==> config.mk <==
export PLATFORM = sky130hd
export DESIGN_NAME = ahb_gpio
export DESIGN_NICKNAME = d
export VERILOG_FILES = /design/src/hdl/soc_pkg.sv /design/src/hdl/ahb_gpio.sv
export SDC_FILE = /design/constraint.sdc
export NUM_CORES = 1
export LEC_CHECK = 0
export BUFFER_PORTS_ARGS = -buffer_cell sky130_fd_sc_hd__buf_2
export CAP_MARGIN = 10
export CORE_ASPECT_RATIO = 1.75
export CORE_MARGIN = 5
export CORE_UTILIZATION = 29
export DETAILED_ROUTE_END_ITERATION = 7
export PLACE_DENSITY = 0.51
export SETUP_SLACK_MARGIN = 0.4
export SLEW_MARGIN = 20
export SYNTH_ARGS = -nofsm -noshare
export SYNTH_HDL_FRONTEND = slang
export SYNTH_SLANG_ARGS = --single-unit
==> constraint.sdc <==
create_clock -name XTAL -period 2.4 [get_ports XTAL]
set_input_delay 0.36 -clock XTAL [delete_from_list [all_inputs] [get_ports XTAL]]
set_output_delay 0.36 -clock XTAL [all_outputs]
set_load 0.05 [all_outputs]
==> src/hdl/soc_pkg.sv <==
// system bus package
// bus widths, memory map, startup count, bus enums and the AHB-Lite
// request and response structs shared by the whole system
package soc_pkg;

    // ------------------------------
    // widths
    // ------------------------------
    localparam int ADDR_W        = 32;
    localparam int DATA_W        = 32;
    localparam int STRB_W        = DATA_W / 8;
    localparam int RAM_AW        = 12;
    localparam int RAM_WORDS     = 2 ** (RAM_AW - 2);
    localparam int GPIO_W        = 16;
    localparam int GPIO_OFF_W    = 12;

    // ------------------------------
    // memory map
    // ------------------------------
    // ram at 0x200x_xxxx, gpio at 0x4000_0xxx
    localparam logic [11:0] RAM_BASE  = 12'h200;
    localparam logic [19:0] GPIO_BASE = 20'h40000;

    localparam logic [GPIO_OFF_W-1:0] GPIO_DATA    = 12'h000;
    localparam logic [GPIO_OFF_W-1:0] GPIO_DATAOUT = 12'h004;
    localparam logic [GPIO_OFF_W-1:0] GPIO_OUTEN   = 12'h010;

    // bus held in reset for this many xtal cycles after NRST
    localparam int STARTUP_CYCLES = 28;
    localparam int STARTUP_CNT_W  = $clog2(STARTUP_CYCLES + 1);

    // ------------------------------
    // bus encodings
    // ------------------------------
    typedef enum logic [1:0] {
        IDLE   = 2'b00,
        BUSY   = 2'b01,
        NONSEQ = 2'b10,
        SEQ    = 2'b11
    } htrans_e;

    typedef enum logic [2:0] {
        BYTE = 3'b000,
        HALF = 3'b001,
        WORD = 3'b010
    } hsize_e;

    // owner of the current data phase
    typedef enum logic [1:0] {
        SLV_RAM  = 2'b00,
        SLV_GPIO = 2'b01,
        SLV_DEF  = 2'b10
    } slave_e;

    typedef struct packed {
        logic [ADDR_W-1:0] haddr;
        htrans_e           htrans;
        hsize_e            hsize;
        logic              hwrite;
        logic [DATA_W-1:0] hwdata;
    } ahb_req_t;

    // hresp set means ERROR
    typedef struct packed {
        logic [DATA_W-1:0] hrdata;
        logic              hready;
        logic              hresp;
    } ahb_rsp_t;

endpackage

==> src/hdl/ahb_gpio.sv <==
// 16-bit gpio on the system bus
// data-out and output-enable registers plus a two stage input sync
module ahb_gpio
    import soc_pkg::*;
(
    input  logic              XTAL,
    input  logic              run,
    input  logic              sel,
    input  logic              hready,
    input  ahb_req_t          bus_req,
    output ahb_rsp_t          rsp,
    input  logic [GPIO_W-1:0] gpio_in,
    output logic [GPIO_W-1:0] gpio_out,
    output logic [GPIO_W-1:0] gpio_oe
);

    logic                  xfer;
    logic                  wr_q;
    logic [GPIO_OFF_W-1:0] off_q;
    logic [GPIO_W-1:0]     dout_q;
    logic [GPIO_W-1:0]     oen_q;
    logic [GPIO_W-1:0]     sync1_q;
    logic [GPIO_W-1:0]     sync2_q;

    assign xfer = sel && hready &&
                  (bus_req.htrans == NONSEQ || bus_req.htrans == SEQ);

    // ------------------------------
    // address phase
    // ------------------------------
    always_ff @(posedge XTAL or negedge run) begin
        if (!run) begin
            wr_q  <= 1'b0;
            off_q <= '0;
        end else if (hready) begin
            wr_q <= xfer && bus_req.hwrite;
            if (xfer) begin
                off_q <= bus_req.haddr[GPIO_OFF_W-1:0];
            end
        end
    end

    // registers written at the end of the data phase
    always_ff @(posedge XTAL or negedge run) begin
        if (!run) begin
            dout_q <= '0;
            oen_q  <= '0;
        end else if (wr_q) begin
            case (off_q)
                GPIO_DATAOUT: dout_q <= bus_req.hwdata[GPIO_W-1:0];
                GPIO_OUTEN:   oen_q  <= bus_req.hwdata[GPIO_W-1:0];
                default:      ;
            endcase
        end
    end

    // pin input sync
    always_ff @(posedge XTAL or negedge run) begin
        if (!run) begin
            sync1_q <= '0;
            sync2_q <= '0;
        end else begin
            sync1_q <= gpio_in;
            sync2_q <= sync1_q;
        end
    end

    // ------------------------------
    // read data
    // ------------------------------
    always_comb begin
        rsp.hrdata = '0;
        rsp.hready = 1'b1;
        rsp.hresp  = 1'b0;
        case (off_q)
            GPIO_DATA:    rsp.hrdata[GPIO_W-1:0] = sync2_q;
            GPIO_DATAOUT: rsp.hrdata[GPIO_W-1:0] = dout_q;
            GPIO_OUTEN:   rsp.hrdata[GPIO_W-1:0] = oen_q;
            default:      rsp.hrdata = '0;
        endcase
    end

    assign gpio_out = dout_q;
    assign gpio_oe  = oen_q;

endmodule

=== Word-level counts from Yosys, hierarchy flattened ===
Index checks and enable logic that the tools add are counted.

* Register bits after elaboration: 77
* Input port bits: 90
* Output and inout bits: 66
* Logic and storage cells: 19

* Equality and inequality tests: 4
* Multiplexer cells: 1
* Reduce and logical (&&, ||, !) cells: 8

{| class="wikitable"
|+ Operators with widths
! operator !! count
|-
| 16-bit case mux with 3 select lines || 1
|-
| 12-bit by 3-bit equality test with 1-bit output (second input constant) || 1
|-
| 12-bit by 5-bit equality test with 1-bit output (second input constant) || 1
|-
| 12-bit logical NOT || 1
|-
| 2-bit AND reduction || 3
|-
| 2-bit equality test (second input constant) || 2
|-
| 1-bit logical AND || 3
|-
| 1-bit logical OR || 1
|}

=== Longest topological paths before layout ===
* Depth after elaboration: 4
* Depth in mapped cells: 5
* Mapped depth without buffers: 3

=== Least setup slack after synthesis ===
No wires, ideal clock.

* Path type: reg-to-output
* Start point: register off_q[10]
* End point: output rsp[10] (netlist bit)
* Arrival: 2.300 ns
* Required time: 2.040 ns
* Slack: -0.260 ns
* Cell stages (with the launch flop): 6
* Path buffers: 2
* Path through: dfrtp_1 -> or4_4 -> or3_1 -> clkbuf_1 -> buf_2 -> nor2_1

{| class="wikitable"
|+ RTL lines
! what !! line !! RTL
|-
| start, declared || ahb_gpio.sv:19 || <nowiki>logic [GPIO_OFF_W-1:0] off_q;</nowiki>
|-
| start signal, assigned || ahb_gpio.sv:38 || <nowiki>off_q <= bus_req.haddr[GPIO_OFF_W-1:0];</nowiki>
|-
| end, declared || ahb_gpio.sv:11 || <nowiki>output ahb_rsp_t rsp,</nowiki>
|}

==> metrics <==
pin count of the biggest net entering global routing 42; run status finished with violations; failing checks negative setup slack; antenna violations before repair 0; clk buf depth 2; standard cell with the maximum stage delay on the critical path or4_4; critical path arrival 2140 ps; die span in y 147 um; achievable clock frequency 400 MHz; count of unresolved DRC violations after routing 0; most frequent cells in the layout 80 x buf_2, 77 x dfrtp_1, 32 x mux2_4; final standard cell utilization of the core 0.434; fin. max-slew vios 0; count of unique library cells instantiated by Yosys 23; count of port buffers added during placement 97; Leakage Power 2.25 nW; TritonCTS buffer count 9; number of max-cap violations 0; Starting Density 0.293; Iteration-0 DRC Markers 35; IO Pins 156; vias per cell 4.43; crit path time final 2500 ps; total non-filler cell area in the finished layout 4590 um2; count of standard-cell rows 50; root cell of the clock tree clkbuf_16; most common library cell in the layout ignoring fill and taps buf_2; fin worst setup slack -100 ps; First-pass DRT Iterations 4; number of global-route vias before repair 2287; global placer's final weighted congestion 0.729; total global routing overflow 0; clk sinks 77; routed wire length 7.96 mm; mean post-synth cell area 14.6 um2; overall via count from detail_route 2060; proportion of layout cells with a drive suffix above 1 0.594; final hold viol count 0; diodes inserted 0; unrepaired setup endpoints after global routing true; CTS H-Tree Depth 3; global-route total usage across every layer 0.125; Die X-Extent 88.2 um; first-pass GRT wire length 12.1 mm; final total power 3.33 mW; Crit Path Class flip-flop to output pin; post-synthesis sequential element count 77; Yosys warning count 0; clock-pin slew on the worst setup and hold paths 60 ps; clock tree from TritonCTS built; final critical-path share of the clock period 1.04; signed area change from the synthesized netlist to the final layout 47.9%; Worst Setup End Kind output pin; power density over the cells 726 nW/um2; ordered cell list for the critical path or4_4 > or3_4 > buf_12 > nor2_4 > buf_8; worst path bufs/invs 2; Placeable Area 10600 um2; relative slew slack 0.593; detailed-placement wirelength estimate 5.55 mm; critical path launch point type flip-flop; Worst IR Drop VDD 0.444 mV; share of the yosys chip area belonging to registers 0.621; post-detailed-placement cell area 3960 um2; Final ANT Viol Nets 0; required time of the critical path 2040 ps; total standard cell area after synthesis 3100 um2; final count of negative-setup-slack endpoints 16; routed length per placed instance 17.1 um; nets 420; largest fanout of any net on the critical path 8; Gate Count Post-Synth 213; die outline area 12900 um2; clk_lat worst skew 330 ps; Crit path max-delay family simple AND/OR/NAND/NOR gates; worst-case clock skew 6.45 ps; type of the tightest min-delay check input port to flip-flop; actual transition at the worst max-transition pin 609 ps; Slowest Stage Delay on Critical Path 540 ps
-- registers in the layout, indices dropped and copies added (netlist names) --
signal,flops
gpio_oe,16
gpio_out,16
off_q,12
sync1_q,16
sync2_q,16
wr_q,1
-- path summary, 6_finish.rpt --
kind	start	endpoint	slack, ps	cells after the start
worst min-delay path	gpio_in[8]	sync1_q[8]$_DFF_PN0_	130	1
max in group asynchronous	run	sync2_q[9]$_DFF_PN0_	1260	3
worst max register to register	off_q[6]$_DFFE_PN0P_	gpio_out[7]$_DFFE_PN0P_	290	7
min in group asynchronous	run	sync1_q[10]$_DFF_PN0_	540	2
worst min register to register	sync1_q[3]$_DFF_PN0_	sync2_q[3]$_DFF_PN0_	350	0
worst max-delay path	off_q[6]$_DFFE_PN0P_	rsp[5]	-100	5
-- report_power, final --
group          switching [mW]  internal, mW
logic                   0.299         0.223
clock network           0.516         0.861
registers              0.0535          1.38
-- per-layer routing --
layer  up-vias  wire [um]  GRT usage
li1        937          -          -
met1      1038       3110      0.146
met2        75       4300      0.214
met3        10        429     0.0297
met4         0        123     0.0530
met5         -          0          0
-- worst reg2reg max path: stages, from the launching register on --
cell     delay, ps
dfrtp_1        370
or4_4          540
buf_6          140
buf_6          110
nor4_4         220
buf_6          170
buf_8          150
mux2_4         310
-- what timing repair did --
item                                   4_1_cts  5_1_grt
buffers inserted                             2        2
resized for setup                           49       16
endpoints found under the hold margin       16        0
hold buffers                                 1        0
pin swaps                                    2        3
setup endpoints to repair                   48       48
cloned                                       2        1
-- per-stage QoR --
step                hold slack [ps]  setup TNS [ps]  worst slack [ps]  instances
floorplan                      64.4               0               108        229
global placement                332               0              51.0        441
detailed placement              335               0              51.2        441
CTS                             113           -1900              -133        462
global route                    114           -2410              -165        465
finish                          135           -1420              -100        465
-- cells in the mapped netlist, drive strengths merged --
cell | number | area share
or3 | 1 | 0.0020
dfrtp | 77 | 0.62
nand3b | 2 | 0.0048
nor2b | 1 | 0.0020
nand2 | 1 | 0.0012
buf | 23 | 0.055
conb | 2 | 0.0024
nor2 | 16 | 0.019
or4 | 2 | 0.0073
o22a | 1 | 0.0028
nand3 | 1 | 0.0016
inv | 2 | 0.0024
nor4 | 2 | 0.014
a2bb2oi | 15 | 0.042
o22ai | 1 | 0.0020
mux2 | 44 | 0.16
or2 | 1 | 0.0020
clkbuf | 5 | 0.0061
mux2i | 16 | 0.052
-- cell type report --
class	instances	area, um2
sequential	77	1930
inverter	2	7.51
multi-input combinational	122	1280
clock buffer	11	253
fill	1017	5990
clock inverter	5	58.8
tap	130	163
timing repair buffer	118	896
-- cells by family (layout without fill, tap and decap cells) --
family | after synthesis | count (layout) | share of synthesized area
multiplexers | 60 | 60 | 0.211
flip-flops | 77 | 77 | 0.621
other | 2 | 18 | 0.00242
AND/OR/NAND/NOR | 27 | 27 | 0.0541
AO/OA/AOI/OAI | 17 | 17 | 0.0472
buffers and inverters | 30 | 136 | 0.0637
Power figures use the tool's default switching activity.
