`src/hdl/soc_pkg.sv`:
```
// system bus package
// bus widths, memory map, startup count, bus enums and the AHB-Lite
// request and response structs shared by the whole system
package soc_pkg;

    // ------------------------------
    // widths
    // ------------------------------
    localparam int ADDR_W        = 32;
    localparam int DATA_W        = 32;
    localparam int STRB_W        = DATA_W / 8;
    localparam int RAM_AW        = 12;
    localparam int RAM_WORDS     = 2 ** (RAM_AW - 2);
    localparam int GPIO_W        = 16;
    localparam int GPIO_OFF_W    = 12;

    // ------------------------------
    // memory map
    // ------------------------------
    // ram at 0x200x_xxxx, gpio at 0x4000_0xxx
    localparam logic [11:0] RAM_BASE  = 12'h200;
    localparam logic [19:0] GPIO_BASE = 20'h40000;

    localparam logic [GPIO_OFF_W-1:0] GPIO_DATA    = 12'h000;
    localparam logic [GPIO_OFF_W-1:0] GPIO_DATAOUT = 12'h004;
    localparam logic [GPIO_OFF_W-1:0] GPIO_OUTEN   = 12'h010;

    // bus held in reset for this many xtal cycles after NRST
    localparam int STARTUP_CYCLES = 28;
    localparam int STARTUP_CNT_W  = $clog2(STARTUP_CYCLES + 1);

    // ------------------------------
    // bus encodings
    // ------------------------------
    typedef enum logic [1:0] {
        IDLE   = 2'b00,
        BUSY   = 2'b01,
        NONSEQ = 2'b10,
        SEQ    = 2'b11
    } htrans_e;

    typedef enum logic [2:0] {
        BYTE = 3'b000,
        HALF = 3'b001,
        WORD = 3'b010
    } hsize_e;

    // owner of the current data phase
    typedef enum logic [1:0] {
        SLV_RAM  = 2'b00,
        SLV_GPIO = 2'b01,
        SLV_DEF  = 2'b10
    } slave_e;

    typedef struct packed {
        logic [ADDR_W-1:0] haddr;
        htrans_e           htrans;
        hsize_e            hsize;
        logic              hwrite;
        logic [DATA_W-1:0] hwdata;
    } ahb_req_t;

    // hresp set means ERROR
    typedef struct packed {
        logic [DATA_W-1:0] hrdata;
        logic              hready;
        logic              hresp;
    } ahb_rsp_t;

endpackage

```
`src/hdl/ahb_interconnect.sv`:
```
// system bus interconnect
// decodes the memory map, remembers the slave owning the data phase
// and returns that slave's response to the master
module ahb_interconnect
    import soc_pkg::*;
(
    input  logic     XTAL,
    input  logic     run,
    input  ahb_req_t bus_req,
    output logic     sel_ram,
    output logic     sel_gpio,
    output logic     sel_def,
    input  ahb_rsp_t rsp_ram,
    input  ahb_rsp_t rsp_gpio,
    input  ahb_rsp_t rsp_def,
    output logic     hready,
    output ahb_rsp_t bus_rsp
);

    slave_e slv_d;
    slave_e slv_q;

    // ------------------------------
    // address decode
    // ------------------------------
    assign sel_ram  = (bus_req.haddr[ADDR_W-1:20] == RAM_BASE);
    assign sel_gpio = (bus_req.haddr[ADDR_W-1:12] == GPIO_BASE);

    // anything unmapped goes to the default slave
    assign sel_def  = !(sel_ram || sel_gpio);

    always_comb begin
        if (sel_ram) begin
            slv_d = SLV_RAM;
        end else if (sel_gpio) begin
            slv_d = SLV_GPIO;
        end else begin
            slv_d = SLV_DEF;
        end
    end

    // ram owns the data phase out of reset and answers ready
    always_ff @(posedge XTAL or negedge run) begin
        if (!run) begin
            slv_q <= SLV_RAM;
        end else if (hready) begin
            slv_q <= slv_d;
        end
    end

    // ------------------------------
    // response mux
    // ------------------------------
    always_comb begin
        case (slv_q)
            SLV_RAM:  bus_rsp = rsp_ram;
            SLV_GPIO: bus_rsp = rsp_gpio;
            default:  bus_rsp = rsp_def;
        endcase
    end

    assign hready = bus_rsp.hready;

    // ------------------------------
    // checks
    // ------------------------------
    // ram and gpio ranges must not overlap
    a_sel_onehot : assert property (
        @(posedge XTAL) disable iff (!run)
        $onehot0({sel_ram, sel_gpio, sel_def})
    ) else $error("more than one slave selected");

endmodule

```
`config.mk`:
```
export PLATFORM = sky130hd
export DESIGN_NAME = ahb_interconnect
export DESIGN_NICKNAME = d
export VERILOG_FILES = /design/src/hdl/soc_pkg.sv /design/src/hdl/ahb_interconnect.sv
export SDC_FILE = /design/constraint.sdc
export NUM_CORES = 1
export LEC_CHECK = 0
export BUFFER_PORTS_ARGS = -buffer_cell sky130_fd_sc_hd__buf_2
export CORE_ASPECT_RATIO = 0.9
export CORE_MARGIN = 10
export CORE_UTILIZATION = 20
export CTS_CLUSTER_DIAMETER = 80
export DETAILED_ROUTE_END_ITERATION = 16
export PLACE_DENSITY = 0.79
export SETUP_SLACK_MARGIN = 0.15
export SYNTH_ARGS = -nofsm -noshare
export SYNTH_HDL_FRONTEND = slang
export SYNTH_SLANG_ARGS = --single-unit
export TNS_END_PERCENT = 5
```
`constraint.sdc`:
```
create_clock -name XTAL -period 1.2 [get_ports XTAL]
set_input_delay 0.18 -clock XTAL [delete_from_list [all_inputs] [get_ports XTAL]]
set_output_delay 0.18 -clock XTAL [all_outputs]
set_load 0.03 [all_outputs]
```
Word-level counts from Yosys, hierarchy flattened

Cells that the tools add are included.

Logic and storage cells: 10
Memory bits (read-only): 0
Input port bits: 174
RAM bits: 0
Memories: 0
Bits in registers: 2
Bits in latches: 0

Order comparisons: 0
Mux-type cells: 3
Add/sub/neg operators: 0
Bitwise operators: 0
Reduce and logical (&&, ||, !) cells: 3
Multipliers: 0
Equal/unequal tests: 3
Div/mod/pow operators: 0
Shift-type cells: 0

Operators by type and width:

| kind                 | count |
|---|---|
| $pmux 34 s2          | 1 |
| $eq 20x19->1 const B | 1 |
| $eq 12x10->1 const B | 1 |
| $mux 2               | 2 |
| $eq 2x1->1 const B   | 1 |
| $logic_not 2->1      | 1 |
| $logic_not 1->1      | 1 |
| $logic_or 1x1->1     | 1 |

Longest topological paths before layout

Depth in word-level cells: 3
Depth in mapped cells: 5

Worst setup path before layout

No wires, ideal clock.

Path type: reg-to-output
From: register slv_q[0]
To: output port bus_rsp[17] (netlist bit)
Arrival: 1.528 ns
Data required time: 1.020 ns
Cell stages (with the launch flop): 5
Slack: -0.508 ns
Buffers on the path: 2
Path through: dfrtp_1 -> buf_4 -> buf_2 -> mux2i_1 -> o21ai_0

RTL lines:

| item                   | line                   | RTL |
|---|---|---|
| start, declared        | ahb_interconnect.sv:21 | `slave_e slv_q;` |
| start signal, assigned | ahb_interconnect.sv:47 | `slv_q <= slv_d;` |
| end, declared          | ahb_interconnect.sv:17 | `output ahb_rsp_t bus_rsp` |

==> summary.md <==
| Metric | Value |
|---|---|
| Routed WL per cell | approximately 16 um |
| Class of the worst hold path | input pin to asynchronous set/reset pin |
| Largest regs | slv_q: 2 flops |
| P_int | a little over 0.0006 W |
| First-pass GRT wire length | 7.89 mm |
| Worst setup EP type | primary output |
| Vias in the first global route | 1,846 |
| Mapped Cells | 132 |
| Leak Pwr | 1.13 nW |
| Status | finished with violations |
| Layout Cells excl Fill | 343 |
| Initial Util | 0.207 |
| Site Rows | 22 |
| Clock Pin Slew Worst Setup and Hold Paths | approximately 0.030 ns |
| Met3 GRT Util | 0.0663 |
| Post-synthesis sequential area ratio | 0.0589 |
| Met1 Resource Use GR | 0.112 |
| Worst path required time | slightly above 1 ns |
| Nets | 471 |
| Die X | 88.7 um |
| Combinational fraction of design power | 0.659 |
| Slowest cell on crit path | dfrtp_2 |
| Psw | 0.000363 W |
| Global placer's final weighted congestion | 0.735 |
| Pwr/cell area | 431 nW/um2 |
| ANT nets after route | 0 |
| Vias post-DR | about 1,600 |
| PortBufs | 161 |
| Failing checks | negative setup slack |
| Starting DRC count in detailed routing | 43 |
| Largest register FFs | 2 |
| Drt via density | 4.62 |
| Max Slew Vio Count | 0 |
| R2r setup slk | -0.20 ns |
| GRT Max-Usage Layer | met2 |
| Drt pass-1 iters | 4 |
| Max-cap violations | 0 |
| Num CTS Buffers | 3 |
| Core ar. | 4100 um2 |
| Final period util | 1.30 |
| Final setup fails | 39 |
| VDD IR max | about 0.26 mV |
| Chip height | 81.8 um |
| Worst-Skew Late Latency | 0.21 ns |
| Total GRT Usage | 0.135 |
| WHS | a little under 0.3 ns |
| Startpoint class of the critical path | register |
| Final wirelength | between 5 and 6 mm |
| Sw Share | 0.376 |
| GRT met2 Usage | 0.267 |
| Io pins | 212 |
| Clock power frac | 0.270 |
| Clock root buffer | clkbuf_8 |
| Full die area | 7260 um2 |
| Max frequency | about 0.64 GHz |
| CP Class | register to primary output |
| CP Max Fanout | 15 |
| Largest register by flop count | slv_q |
| Reg power frac | 0.070 |
| Yosys cell types | 18 |
| Final Hold Fails | 0 |
| Initial antenna violation count | 0 |
| Share of cells above drive strength 1 | 0.746 |
| Synthesis Warnings | 0 |
| N_diodes | 0 |
| Hpwl dp | 4.56 mm |
| H-tree depth | 1 |
| Setup ws final | -0.357 ns |
| DRC viols | 0 |
| Syn Nets | between 300 and 400 |
| Layout Skew | 0.000248 ns |
| Setup_tns | -11.50 ns |
| Post-Place Cells | 337 |
| Avg Cell Area, Syn | 6.44 um2 |
| Crit-path cells | buf_12 > mux2i_2 > o21ai_2 > buf_2 |
| P&R area growth vs syn | 164% |
| Worst-Margin Slew | 0.243 ns |
| Total power | roughly 0.00097 W |
| Largest net degree at the start of global routing | 35 |
| Slew headroom | 0.836 |
| Grt total ovfl | 0 |
| Sinks on Clock Net | 2 |
| Worst EP arrival | between 1 and 1.5 ns |
| Crit path largest cell delay | 0.48 ns |
| Min cycle time layout | roughly 1.6 ns |
| RSZ-0062 raised after global routing | yes |
| Synthesized area | 850 um2 |
| CTS max path bufs | 2 |
| CTS tree | done |
| Synth Register Bits | 2 |
power groups by stage:
| stage | clock, W | combinational, W | sequential (W) |
|---|---|---|---|
| 6_report | 0.000261 | 0.000637 | 0.0000680 |
| 5_1_grt | 0.000286 | 0.000686 | 0.0000679 |
| 4_1_cts | 0.000265 | 0.000619 | 0.0000680 |
| 3_5_place_dp | 0 | 0.000532 | 0.0000687 |
| 3_3_place_gp | 0 | 0.000520 | 0.0000687 |
| 2_1_floorplan | 0 | 0.000261 | 0.0000687 |
what timing repair did:
item | in CTS | in global routing
endpoints found under the hold margin | 2 | 0
hold buffers | 1 | 0
endpoints found under the setup margin | 40 | 40
pin swaps | 5 | 0
cloned | 0 | 1
setup buffers | 0 | 1
resized for setup | 64 | 13
cell usage after synthesis:
cell      instances  share of area
nor2b_1           1         0.0074
nor4_1            3          0.022
inv_1             2         0.0088
o21ai_0          33           0.19
a21oi_2           1          0.010
a211oi_2          1          0.015
buf_4             3          0.027
nor2_1            4          0.018
buf_2             4          0.024
nand2b_1          1         0.0074
a21oi_1           2          0.012
mux2i_1          33           0.39
mux2_4            1          0.018
nand2_1          33           0.15
dfrtp_1           2          0.059
nor4b_1           1          0.010
nand3_1           2          0.012
clkbuf_1          5          0.022
cells by family (layout without fill, tap and decap cells):
kind of cell / after synthesis / in the layout / share of synthesized area
flip-flops: 2 / 2 / 0.0589
buffers and inverters: 14 / 177 / 0.0810
AND/OR/NAND/NOR: 45 / 45 / 0.222
AO/OA/AOI/OAI: 37 / 37 / 0.231
multiplexers: 34 / 34 / 0.406
layout by cell type (no fill, tap or decap), drive strengths merged:
master,count
nand3,2
mux2i,33
dlygate4sd3,1
nor2b,1
a211oi,1
nand2,33
o21ai,33
buf,170
mux2,1
nand2b,1
dfrtp,2
clkbuf,4
nor2,4
nor4b,1
nor4,3
inv,2
a21oi,3
critical path, delay by kind of cell (launching register included):
family | cells | cell delay (ns)
AOI/OAI and AO/OA | 1 | 0.07
buffers and inverters | 2 | 0.38
DFF | 1 | 0.48
muxes | 1 | 0.23
final cells by class:
cell class / instances / area [um2]
Multi-Input combinational cell: 116 / 928
Clock buffer: 3 / 41.3
Fill cell: 383 / 1860
Inverter: 2 / 7.51
Tap cell: 48 / 60.1
Sequential cell: 2 / 52.6
Timing Repair Buffer: 172 / 1150
path summary, 6_finish.rpt:
kind | startpoint | to | cells after the start
worst max-delay path | slv_q[0] | bus_rsp[26] | 4
max in group asynchronous | run | slv_q[0] | 2
worst min-delay path | run | slv_q[1] | 2
worst min register to register | slv_q[0] | slv_q[0] | 1
min in group XTAL | rsp_gpio[1] | slv_q[1] | 3
worst max register to register | slv_q[0] | slv_q[0] | 4
routing by layer:
metal / vias up / wire length (um)
li1: 801 / -
met1: 676 / 1720
met2: 101 / 3000
met3: 8 / 829
met4: 0 / 75
met5: - / 0
per-stage QoR:
stage	setup slack [ns]	util	cell area (um2)
3_5_place_dp	-0.166	0.459	1880
4_1_cts	-0.360	0.525	2150
5_1_grt	-0.429	0.546	2240
3_3_place_gp	-0.161	0.459	1880
2_1_floorplan	-0.202	-	975
6_report	-0.357	0.546	2240
No activity file was read; power rests on OpenSTA's default activity.
