===== src/hdl/soc_pkg.sv =====
// system bus package
// bus widths, memory map, startup count, bus enums and the AHB-Lite
// request and response structs shared by the whole system
package soc_pkg;

    // ------------------------------
    // widths
    // ------------------------------
    localparam int ADDR_W        = 32;
    localparam int DATA_W        = 32;
    localparam int STRB_W        = DATA_W / 8;
    localparam int RAM_AW        = 12;
    localparam int RAM_WORDS     = 2 ** (RAM_AW - 2);
    localparam int GPIO_W        = 16;
    localparam int GPIO_OFF_W    = 12;

    // ------------------------------
    // memory map
    // ------------------------------
    // ram at 0x200x_xxxx, gpio at 0x4000_0xxx
    localparam logic [11:0] RAM_BASE  = 12'h200;
    localparam logic [19:0] GPIO_BASE = 20'h40000;

    localparam logic [GPIO_OFF_W-1:0] GPIO_DATA    = 12'h000;
    localparam logic [GPIO_OFF_W-1:0] GPIO_DATAOUT = 12'h004;
    localparam logic [GPIO_OFF_W-1:0] GPIO_OUTEN   = 12'h010;

    // bus held in reset for this many xtal cycles after NRST
    localparam int STARTUP_CYCLES = 28;
    localparam int STARTUP_CNT_W  = $clog2(STARTUP_CYCLES + 1);

    // ------------------------------
    // bus encodings
    // ------------------------------
    typedef enum logic [1:0] {
        IDLE   = 2'b00,
        BUSY   = 2'b01,
        NONSEQ = 2'b10,
        SEQ    = 2'b11
    } htrans_e;

    typedef enum logic [2:0] {
        BYTE = 3'b000,
        HALF = 3'b001,
        WORD = 3'b010
    } hsize_e;

    // owner of the current data phase
    typedef enum logic [1:0] {
        SLV_RAM  = 2'b00,
        SLV_GPIO = 2'b01,
        SLV_DEF  = 2'b10
    } slave_e;

    typedef struct packed {
        logic [ADDR_W-1:0] haddr;
        htrans_e           htrans;
        hsize_e            hsize;
        logic              hwrite;
        logic [DATA_W-1:0] hwdata;
    } ahb_req_t;

    // hresp set means ERROR
    typedef struct packed {
        logic [DATA_W-1:0] hrdata;
        logic              hready;
        logic              hresp;
    } ahb_rsp_t;

endpackage


===== src/hdl/startup_seq.sv =====
// power-on startup sequencer
// counts xtal cycles after NRST and then releases the bus by raising run
module startup_seq
    import soc_pkg::*;
(
    input  logic XTAL,
    input  logic NRST,
    output logic run
);

    logic [STARTUP_CNT_W-1:0] cnt;

    // counter stops at the threshold and run latches high on the last step
    always_ff @(posedge XTAL or negedge NRST) begin
        if (!NRST) begin
            cnt <= '0;
            run <= 1'b0;
        end else begin
            if (cnt < STARTUP_CNT_W'(STARTUP_CYCLES)) begin
                cnt <= cnt + 1'b1;
            end
            if (cnt == STARTUP_CNT_W'(STARTUP_CYCLES - 1)) begin
                run <= 1'b1;
            end
        end
    end

    // ------------------------------
    // checks
    // ------------------------------
    // bus reset is never re-applied without a power-on reset
    a_run_sticky : assert property (
        @(posedge XTAL) disable iff (!NRST)
        run |=> run
    ) else $error("run dropped without NRST");

endmodule


===== config.mk =====
export PLATFORM = sky130hd
export DESIGN_NAME = startup_seq
export DESIGN_NICKNAME = d
export VERILOG_FILES = /design/src/hdl/soc_pkg.sv /design/src/hdl/startup_seq.sv
export SDC_FILE = /design/constraint.sdc
export NUM_CORES = 1
export LEC_CHECK = 0
export BUFFER_PORTS_ARGS = -buffer_cell sky130_fd_sc_hd__buf_2
export CAP_MARGIN = 20
export CORE_AREA = 2 2 39 41
export DETAILED_ROUTE_END_ITERATION = 10
export DIE_AREA = 0 0 41 43
export GPL_TIMING_DRIVEN = 0
export PLACE_DENSITY = 0.37
export SLEW_MARGIN = 0
export SYNTH_ARGS = -nofsm -noshare
export SYNTH_HDL_FRONTEND = slang
export SYNTH_SLANG_ARGS = --single-unit

===== constraint.sdc =====
create_clock -name XTAL -period 2.5 [get_ports XTAL]
set_clock_uncertainty 0.05 [all_clocks]
set_input_delay 0.625 -clock XTAL [delete_from_list [all_inputs] [get_ports XTAL]]
set_output_delay 0.625 -clock XTAL [all_outputs]
set_load 0.005 [all_outputs]

**After elaboration in Yosys (flattened, before gate mapping)**

Cells that the tools add are included.

- Register bits after elaboration: 6
- Latch bits: 0
- Bits in writable memories: 0
- Memory bits (read-only): 0
- Bits of input ports: 2
- Output and inout bits: 1
- Word-level logic and storage cells: 5
- Memories: 0

- Add/subtract/negate cells: 1
- Multiply operators: 0
- Div/mod/pow operators: 0
- Order comparisons: 1
- Eq/ne operators: 1
- Shift-type cells: 0
- Muxes and demuxes: 0
- Bitwise gates (word level): 0
- Reduce and logical (&&, ||, !) cells: 0

Operators with widths:

| cell | number |
|---|---|
| adder 5 x 1 -> 5 bit, second input constant | 1 |
| equality test 5 bit, second input constant | 1 |
| < comparator 5 bit, second input constant | 1 |

**Logic depth before layout (Yosys ltp)**

Gate-level depths: netlist of the first run.

- Depth in word-level cells: 1
- Mapped depth: 3
- Gate-level depth less buffers: 3

**Worst setup path after synthesis of the first run**

OpenSTA, ideal clock, no wires.

- Kind: reg2reg
- From: register cnt[0]
- To: register cnt[1]
- Setup time: 0.125 ns
- Data arrival time: 0.922 ns
- Data required time: 2.325 ns
- Slack: 1.403 ns
- Cell stages (with the launch flop): 3
- Path buffers: 0
- Period minus slack after synthesis: 1.097 ns
- Cells stage by stage: dfrtp_1 > ha_1 > mux2_4

- Word-level cells in the longest chain between the ends: 1
- Elaborated cells between the ends (all ways): 2
- Those cells by class: add/sub (1); order compare (1)

RTL lines:

| item | RTL line | RTL |
|---|---|---|
| start, declared | startup_seq.sv:11 | `logic [STARTUP_CNT_W-1:0] cnt;` |
| start signal, assigned | startup_seq.sv:20 | `cnt <= cnt + 1'b1;` |
| adder 5 x 1 -> 5 bit / < comparator 5 bit (equally long branches) | startup_seq.sv:20, startup_seq.sv:19 |  |

Parallel ways exist; a longest one is shown, timed or not.
A chain may end at the register's enable or synchronous reset.

**Final worst setup path of the first run**

- From: register run
- To: output port run

RTL lines:

| item | RTL line | RTL |
|---|---|---|
| start, declared | startup_seq.sv:8 | `output logic run` |
| start signal, assigned | startup_seq.sv:17 | `run <= 1'b0;` |
| start signal, assigned | startup_seq.sv:23 | `run <= 1'b1;` |

No word-level cell between the ends.

==> results of run 1 <==
cell families after synthesis:
| kind of cell | share of synthesized area [%] |
|---|---|
| buf+inv | 1.46 |
| flops | 58.5 |
| fa+ha+maj | 4.88 |
| simple gates | 7.81 |
| xor+xnor | 3.42 |
| mux | 5.85 |
| compound gates | 18.1 |
power by group through the flow:
stage	sequential, mW	combinational [mW]	clock (mW)
6_report	0.0975	0.00229	0.0867
5_1_grt	0.0973	0.00264	0.0993
4_1_cts	0.0975	0.00243	0.0919
3_5_place_dp	0.0989	0.00243	0
3_3_place_gp	0.0989	0.00253	0
2_1_floorplan	0.0989	0.0000000663	0
flip-flops by register name, indices dropped and copies added (netlist names):
name  cells
run       1
cnt       5
stage by stage:
| stage | hold WS (ns) | util [%] | std cells |
|---|---|---|---|
| floorplan | 0.279 | - | 19 |
| global placement | 0.396 | 20.7 | 37 |
| detailed placement | 0.403 | 20.7 | 37 |
| CTS | 0.140 | 22.3 | 40 |
| global route | 0.133 | 22.3 | 40 |
| finish | 0.146 | 22.3 | 40 |
cell type report:
cell class              instances  area [um2]  share of cell area, %
well taps                      16        20.0                   6.48
clock buffers                   3        22.5                   7.29
repair buffers                  2        10.0                   3.24
multi-input cells              12         103                   33.2
flip-flops and latches          6         150                   48.6
inverters                       1        3.75                   1.21
cells in the mapped netlist:
cell type	instances	area, um2
inv_1	1	3.75
xor2_1	1	8.76
a21oi_1	1	5.00
a41o_1	1	10.0
nor2_1	1	3.75
a31o_1	1	8.76
mux2_4	1	15.0
a41oi_1	1	8.76
dfrtp_1	6	150
a21boi_1	1	7.51
ha_1	1	12.5
nand3_2	1	10.0
a31oi_1	1	6.26
nor2b_1	1	6.26
routing by layer:
metal  vias to the layer above  track usage, %  wire length [um]
li1                         82               -                 -
met1                        88            6.91               186
met2                         6            10.3               244
met3                         0            6.81                39
met4                         0            6.00                 0
met5                         -               0                 0
final timing paths:
kind	startpoint	end	slack [ns]
min	NRST	cnt[3]$_DFFE_PN0N_	0.15
max	run$_DFFE_PN0N_	run	1.08
max reg2reg	cnt[0]$_DFFE_PN0N_	cnt[1]$_DFFE_PN0N_	1.37
max in group asynchronous	NRST	cnt[4]$_DFFE_PN0N_	2.12
min reg2reg	run$_DFFE_PN0N_	run$_DFFE_PN0N_	0.44
min in group XTAL	run$_DFFE_PN0N_	run$_DFFE_PN0N_	0.44
placed cells by master, fill, tap and decap left out, drive strengths merged:
| master | netlist | final |
|---|---|---|
| nand3 | 1 | 1 |
| dfrtp | 6 | 6 |
| inv | 1 | 1 |
| a41o | 1 | 1 |
| a31o | 1 | 1 |
| xor2 | 1 | 1 |
| mux2 | 1 | 1 |
| nor2b | 1 | 1 |
| a21boi | 1 | 1 |
| clkbuf | 0 | 3 |
| ha | 1 | 1 |
| nor2 | 1 | 1 |
| a21oi | 1 | 1 |
| a31oi | 1 | 1 |
| buf | 0 | 2 |
| a41oi | 1 | 1 |
==> flow_summary_export.csv, run 1 <==
group,metric,value,unit
detailed_routing,viasPerCell,4.40,
detailed_routing,ant_nets,0,
cts,cts_sinks,6,
cts,cts.repair.resized,0,
cts,numCtsBuffers,3,
timing,layout_setup_ws,1.08,ns
timing,max_slew_margin,84.0,%
setup_path,critPathMaxStageDelay,0.38,ns
setup_path,cp.required,1.82,ns
job,maxCapViolations,0,
setup_path,crit_buf_inv,1,
placement,io_buffers,2,
pwr,power_frac_clock,46.5,%
floorplanning,fp-row-count,14,
yosys,ys_seq_area_share,58.5,%
yosys,synth.distinct_cells,14,
setup_path,crit_cells,1,
timing,finalSetupViolations,0,
cells_and_area,fin_nets,29,
detailed_routing,finalWirelength,470,um
timing,finalSetupTns,0,ns
detailed_routing,drtIter0Drc,1,
placement,routabilityCongestion,0.593,
pwr,p_sw,34.3,uW
cells_and_area,area_growth,20.5,%
global_route,grt_start_max_net_pins,8,
setup_path,slowest_stage,"dfrtp_1",
cts,clk_latency,0.24,ns
detailed_routing,firstDrtPassIters,4,
detailed_routing,drc_errors,0,
setup_path,critical_path_class,"register to output port",
floorplanning,core-area,0.00138,mm2
timing,worst_pin_slew,0.240,ns
setup_path,rr_worst_depth,2,
cts,post_cts_buffers,0,
timing,rsz0062_at_grt,"no",
pwr,powerDensity,603,mW/mm2
yosys,yosysWarningCount,0,
cts,ctsHoldBuffers,0,
global_route,grt_pass1_wl,807,um
detailed_routing,num_vias,176,
placement,pre_cts_slack,1.33,ns
floorplanning,dieArea,0.00176,mm2
cells_and_area,layout-drive-gt1-share,29.2,%
cts,cts-htree-levels,1,
timing,layout_min_cycle_time,1.42,ns
pwr,p_leak,0.149,nW
floorplanning,die_y,43,um
setup_path,critPathTopFamily,"flip-flops",
timing,fmax,0.704,GHz
global_route,antenna_found_initial,0,
global_route,first_global_vias,186,
pwr,internal-power,152,uW
cells_and_area,fillers,148,
yosys,synthesis.area,256,um2
cts,clkSlewWorstSetupHoldPaths,0.04,ns
cts,tritoncts,"built",
worst_hold_path,hold_class,"input pin to async pin",
cells_and_area,antenna_cells,0,
cells_and_area,final_cell_area,309,um2
cts,root_buffer,"clkbuf_4",
yosys,postSynthCellCount,19,
cts,cts.path.max_buffers,2,
setup_path,cp_cell_sequence,"buf_2",
pwr,p_total,186,uW
pwr,p_seq_share,52.3,%
timing,hold_viol,0,
run_status,status,"complete, no violations",
setup_path,critical_path_arrival,0.75,ns
placement,placed_area,287,um2
floorplanning,io_pins,3,
setup_path,crit_path_max_fanout,2,
pwr,swShare,18.4,%
detailed_routing,wl_per_cell,11.8,um
setup_path,endpoint_kind,"output port",
yosys,synth_fp_nets,22,
global_route,grt-ovfl-total,0,
pwr,pwr-share-comb,1.2,%
yosys,syn_area_per_cell,13.5,um2
setup_path,start_kind,"register",
floorplanning,die_x,41,um
floorplanning,start_util,18.5,%
yosys,ys_ff_latch,6,
pwr,peakVddDrop,192,uV
global_route,grt_usage,7.68,%
timing,finalCritPeriodShare,56.8,%
timing,drv_slew,0,
Note: power is estimated with default switching activity, not from simulation.
==> run 2, diff against run 1 <==
==> constraint.sdc (replaced) <==
create_clock -name XTAL -period 1.4 [get_ports XTAL]
set_clock_uncertainty 0.05 [all_clocks]
set_input_delay 0.35 -clock XTAL [delete_from_list [all_inputs] [get_ports XTAL]]
set_output_delay 0.35 -clock XTAL [all_outputs]
set_load 0.005 [all_outputs]
==> run 2 against run 1 <==
Count of clock-buffer cells in the layout did not move. Cell count rose by 2.5%. Combinational power grew to 2.7 times the previous value. Die area is the same. Wire length rose by 0.21%. Highest routed layer unchanged. Total power rose by 80%. Sequential share of layout area fell by 1.5 points. Via count rose by 0.57%. Final area rose by 3.2%. Core utilization grew 0.72 points.
==> flow_summary_export.csv, run 2 (synthesis results as in run 1) <==
group,metric,value,unit
run_status,status,"complete, no violations",
global_route,grt-ovfl-total,0,
cts,numCtsBuffers,3,
setup_path,critical_path_class,"register to output port",
cells_and_area,layout-drive-gt1-share,28.0,%
floorplanning,dieArea,0.00176,mm2
placement,routabilityCongestion,0.593,
timing,whs,0.412,ns
timing,worst_pin_slew,0.240,ns
timing,finalCritPeriodShare,81.8,%
setup_path,crit_path_max_fanout,2,
cells_and_area,fillers,148,
timing,drv_slew,0,
cts,cts-htree-levels,1,
cts,cts.path.max_buffers,2,
cells_and_area,antenna_cells,0,
cells_and_area,largestRegisters,"cnt (5), run (1)",
global_route,grt_start_max_net_pins,8,
pwr,peakVddDrop,343,uV
pwr,p_total,335,uW
cts,tritoncts,"built",
cells_and_area,top_register,"cnt",
timing,layout_min_cycle_time,1.15,ns
cts,cts_sinks,6,
job,maxCapViolations,0,
detailed_routing,num_vias,177,
setup_path,slowest_stage,"dfrtp_1",
detailed_routing,drc_errors,0,
setup_path,start_kind,"register",
floorplanning,die_x,41,um
cells_and_area,largest_register_ff_count,5,
setup_path,cp_cell_sequence,"buf_2",
pwr,powerDensity,1050,mW/mm2
setup_path,critPathMaxStageDelay,0.38,ns
global_route,grt_pass1_wl,807,um
pwr,p_leak,0.153,nW
floorplanning,fp-row-count,14,
cells_and_area,layout_commonest_cell,"dfrtp_1",
global_route,grt_usage,7.68,%
cells_and_area,area_growth,24.4,%
setup_path,reg2reg_slack,0.27,ns
global_route,first_global_vias,186,
detailed_routing,ant_nets,0,
timing,finalSetupViolations,0,
setup_path,critPathTopFamily,"flip-flops",
setup_path,cp.required,1.00,ns
detailed_routing,wl_per_cell,11.5,um
cts,clk_latency,0.24,ns
cts,root_buffer,"clkbuf_4",
timing,fmax,0.873,GHz
cells_and_area,fin_util,23.1,%
timing,finalSetupTns,0,ns
placement,placed_area,287,um2
cells_and_area,final_cell_mix,"dfrtp_1 (6), clkbuf_4 (3), buf_2 (2)",
worst_hold_path,hold_class,"input pin to async pin",
detailed_routing,finalWirelength,471,um
timing,hold_viol,0,
cts,clkSlewWorstSetupHoldPaths,0.04,ns
floorplanning,die_y,43,um
floorplanning,io_pins,3,
placement,io_buffers,2,
setup_path,endpoint_kind,"output port",
detailed_routing,viasPerCell,4.32,
global_route,antenna_found_initial,0,
cells_and_area,fin_nets,30,
timing,rsz0062_at_grt,"no",
floorplanning,core-area,0.00138,mm2
detailed_routing,drtIter0Drc,1,
setup_path,crit_buf_inv,1,
setup_path,critical_path_arrival,0.75,ns
cells_and_area,final_cell_area,319,um2
detailed_routing,firstDrtPassIters,4,
floorplanning,start_util,18.5,%
timing,max_slew_margin,84.0,%
[run 2: changes by cell type in the layout (fill, tap and decap cells not counted)]
cell           previous run  this run
dlygate4sd3_1             0         1
[run 2: path summary, 6_finish.rpt]
kind,start,endpoint,depth (start not counted)
max reg2reg,cnt[0]$_DFFE_PN0N_,cnt[1]$_DFFE_PN0N_,2
min reg2reg,run$_DFFE_PN0N_,run$_DFFE_PN0N_,1
min in group XTAL,run$_DFFE_PN0N_,run$_DFFE_PN0N_,1
max,run$_DFFE_PN0N_,run,1
max in group asynchronous,NRST,cnt[4]$_DFFE_PN0N_,2
min,NRST,cnt[3]$_DFFE_PN0N_,2
[run 2: final cells by class]
| cell class | instances | area [um2] | share of cell area (%) |
|---|---|---|---|
| Inverter | 1 | 3.75 | 1.18 |
| Multi-Input combinational cell | 12 | 103 | 32.2 |
| Tap cell | 16 | 20.0 | 6.27 |
| Clock buffer | 3 | 22.5 | 7.06 |
| Timing Repair Buffer | 3 | 20.0 | 6.27 |
| Sequential cell | 6 | 150 | 47.1 |
[run 2: metrics by stage]
stage                     worst slack, ns  cells
after detailed placement            0.280     37
after floorplan                     0.303     19
after global routing                0.209     41
final                               0.255     41
after global placement              0.285     37
after CTS                           0.234     41
[run 2: timing repair]
action | 4_1_cts | 5_1_grt
hold buffers | 1 | 0
setup buffers | 0 | 0
endpoints found under the hold margin | 6 | 0
gates resized for setup | 0 | 0
setup endpoints to repair | 0 | 0
[run 2: where the power goes]
group	leakage, nW	internal (mW)	switching, mW
clock	0.0138	0.0967	0.0581
combinational	0.0767	0.00284	0.00340
sequential	0.0629	0.174	0
[run 2: metal layers]
layer	share of wire, %	track usage [%]	wire, um	up-vias
met1	42	7.24	200	87
met4	0	6.00	0	0
li1	-	-	-	84
met2	51	10.3	240	6
met3	6.6	6.28	31	0
met5	0	0	0	-
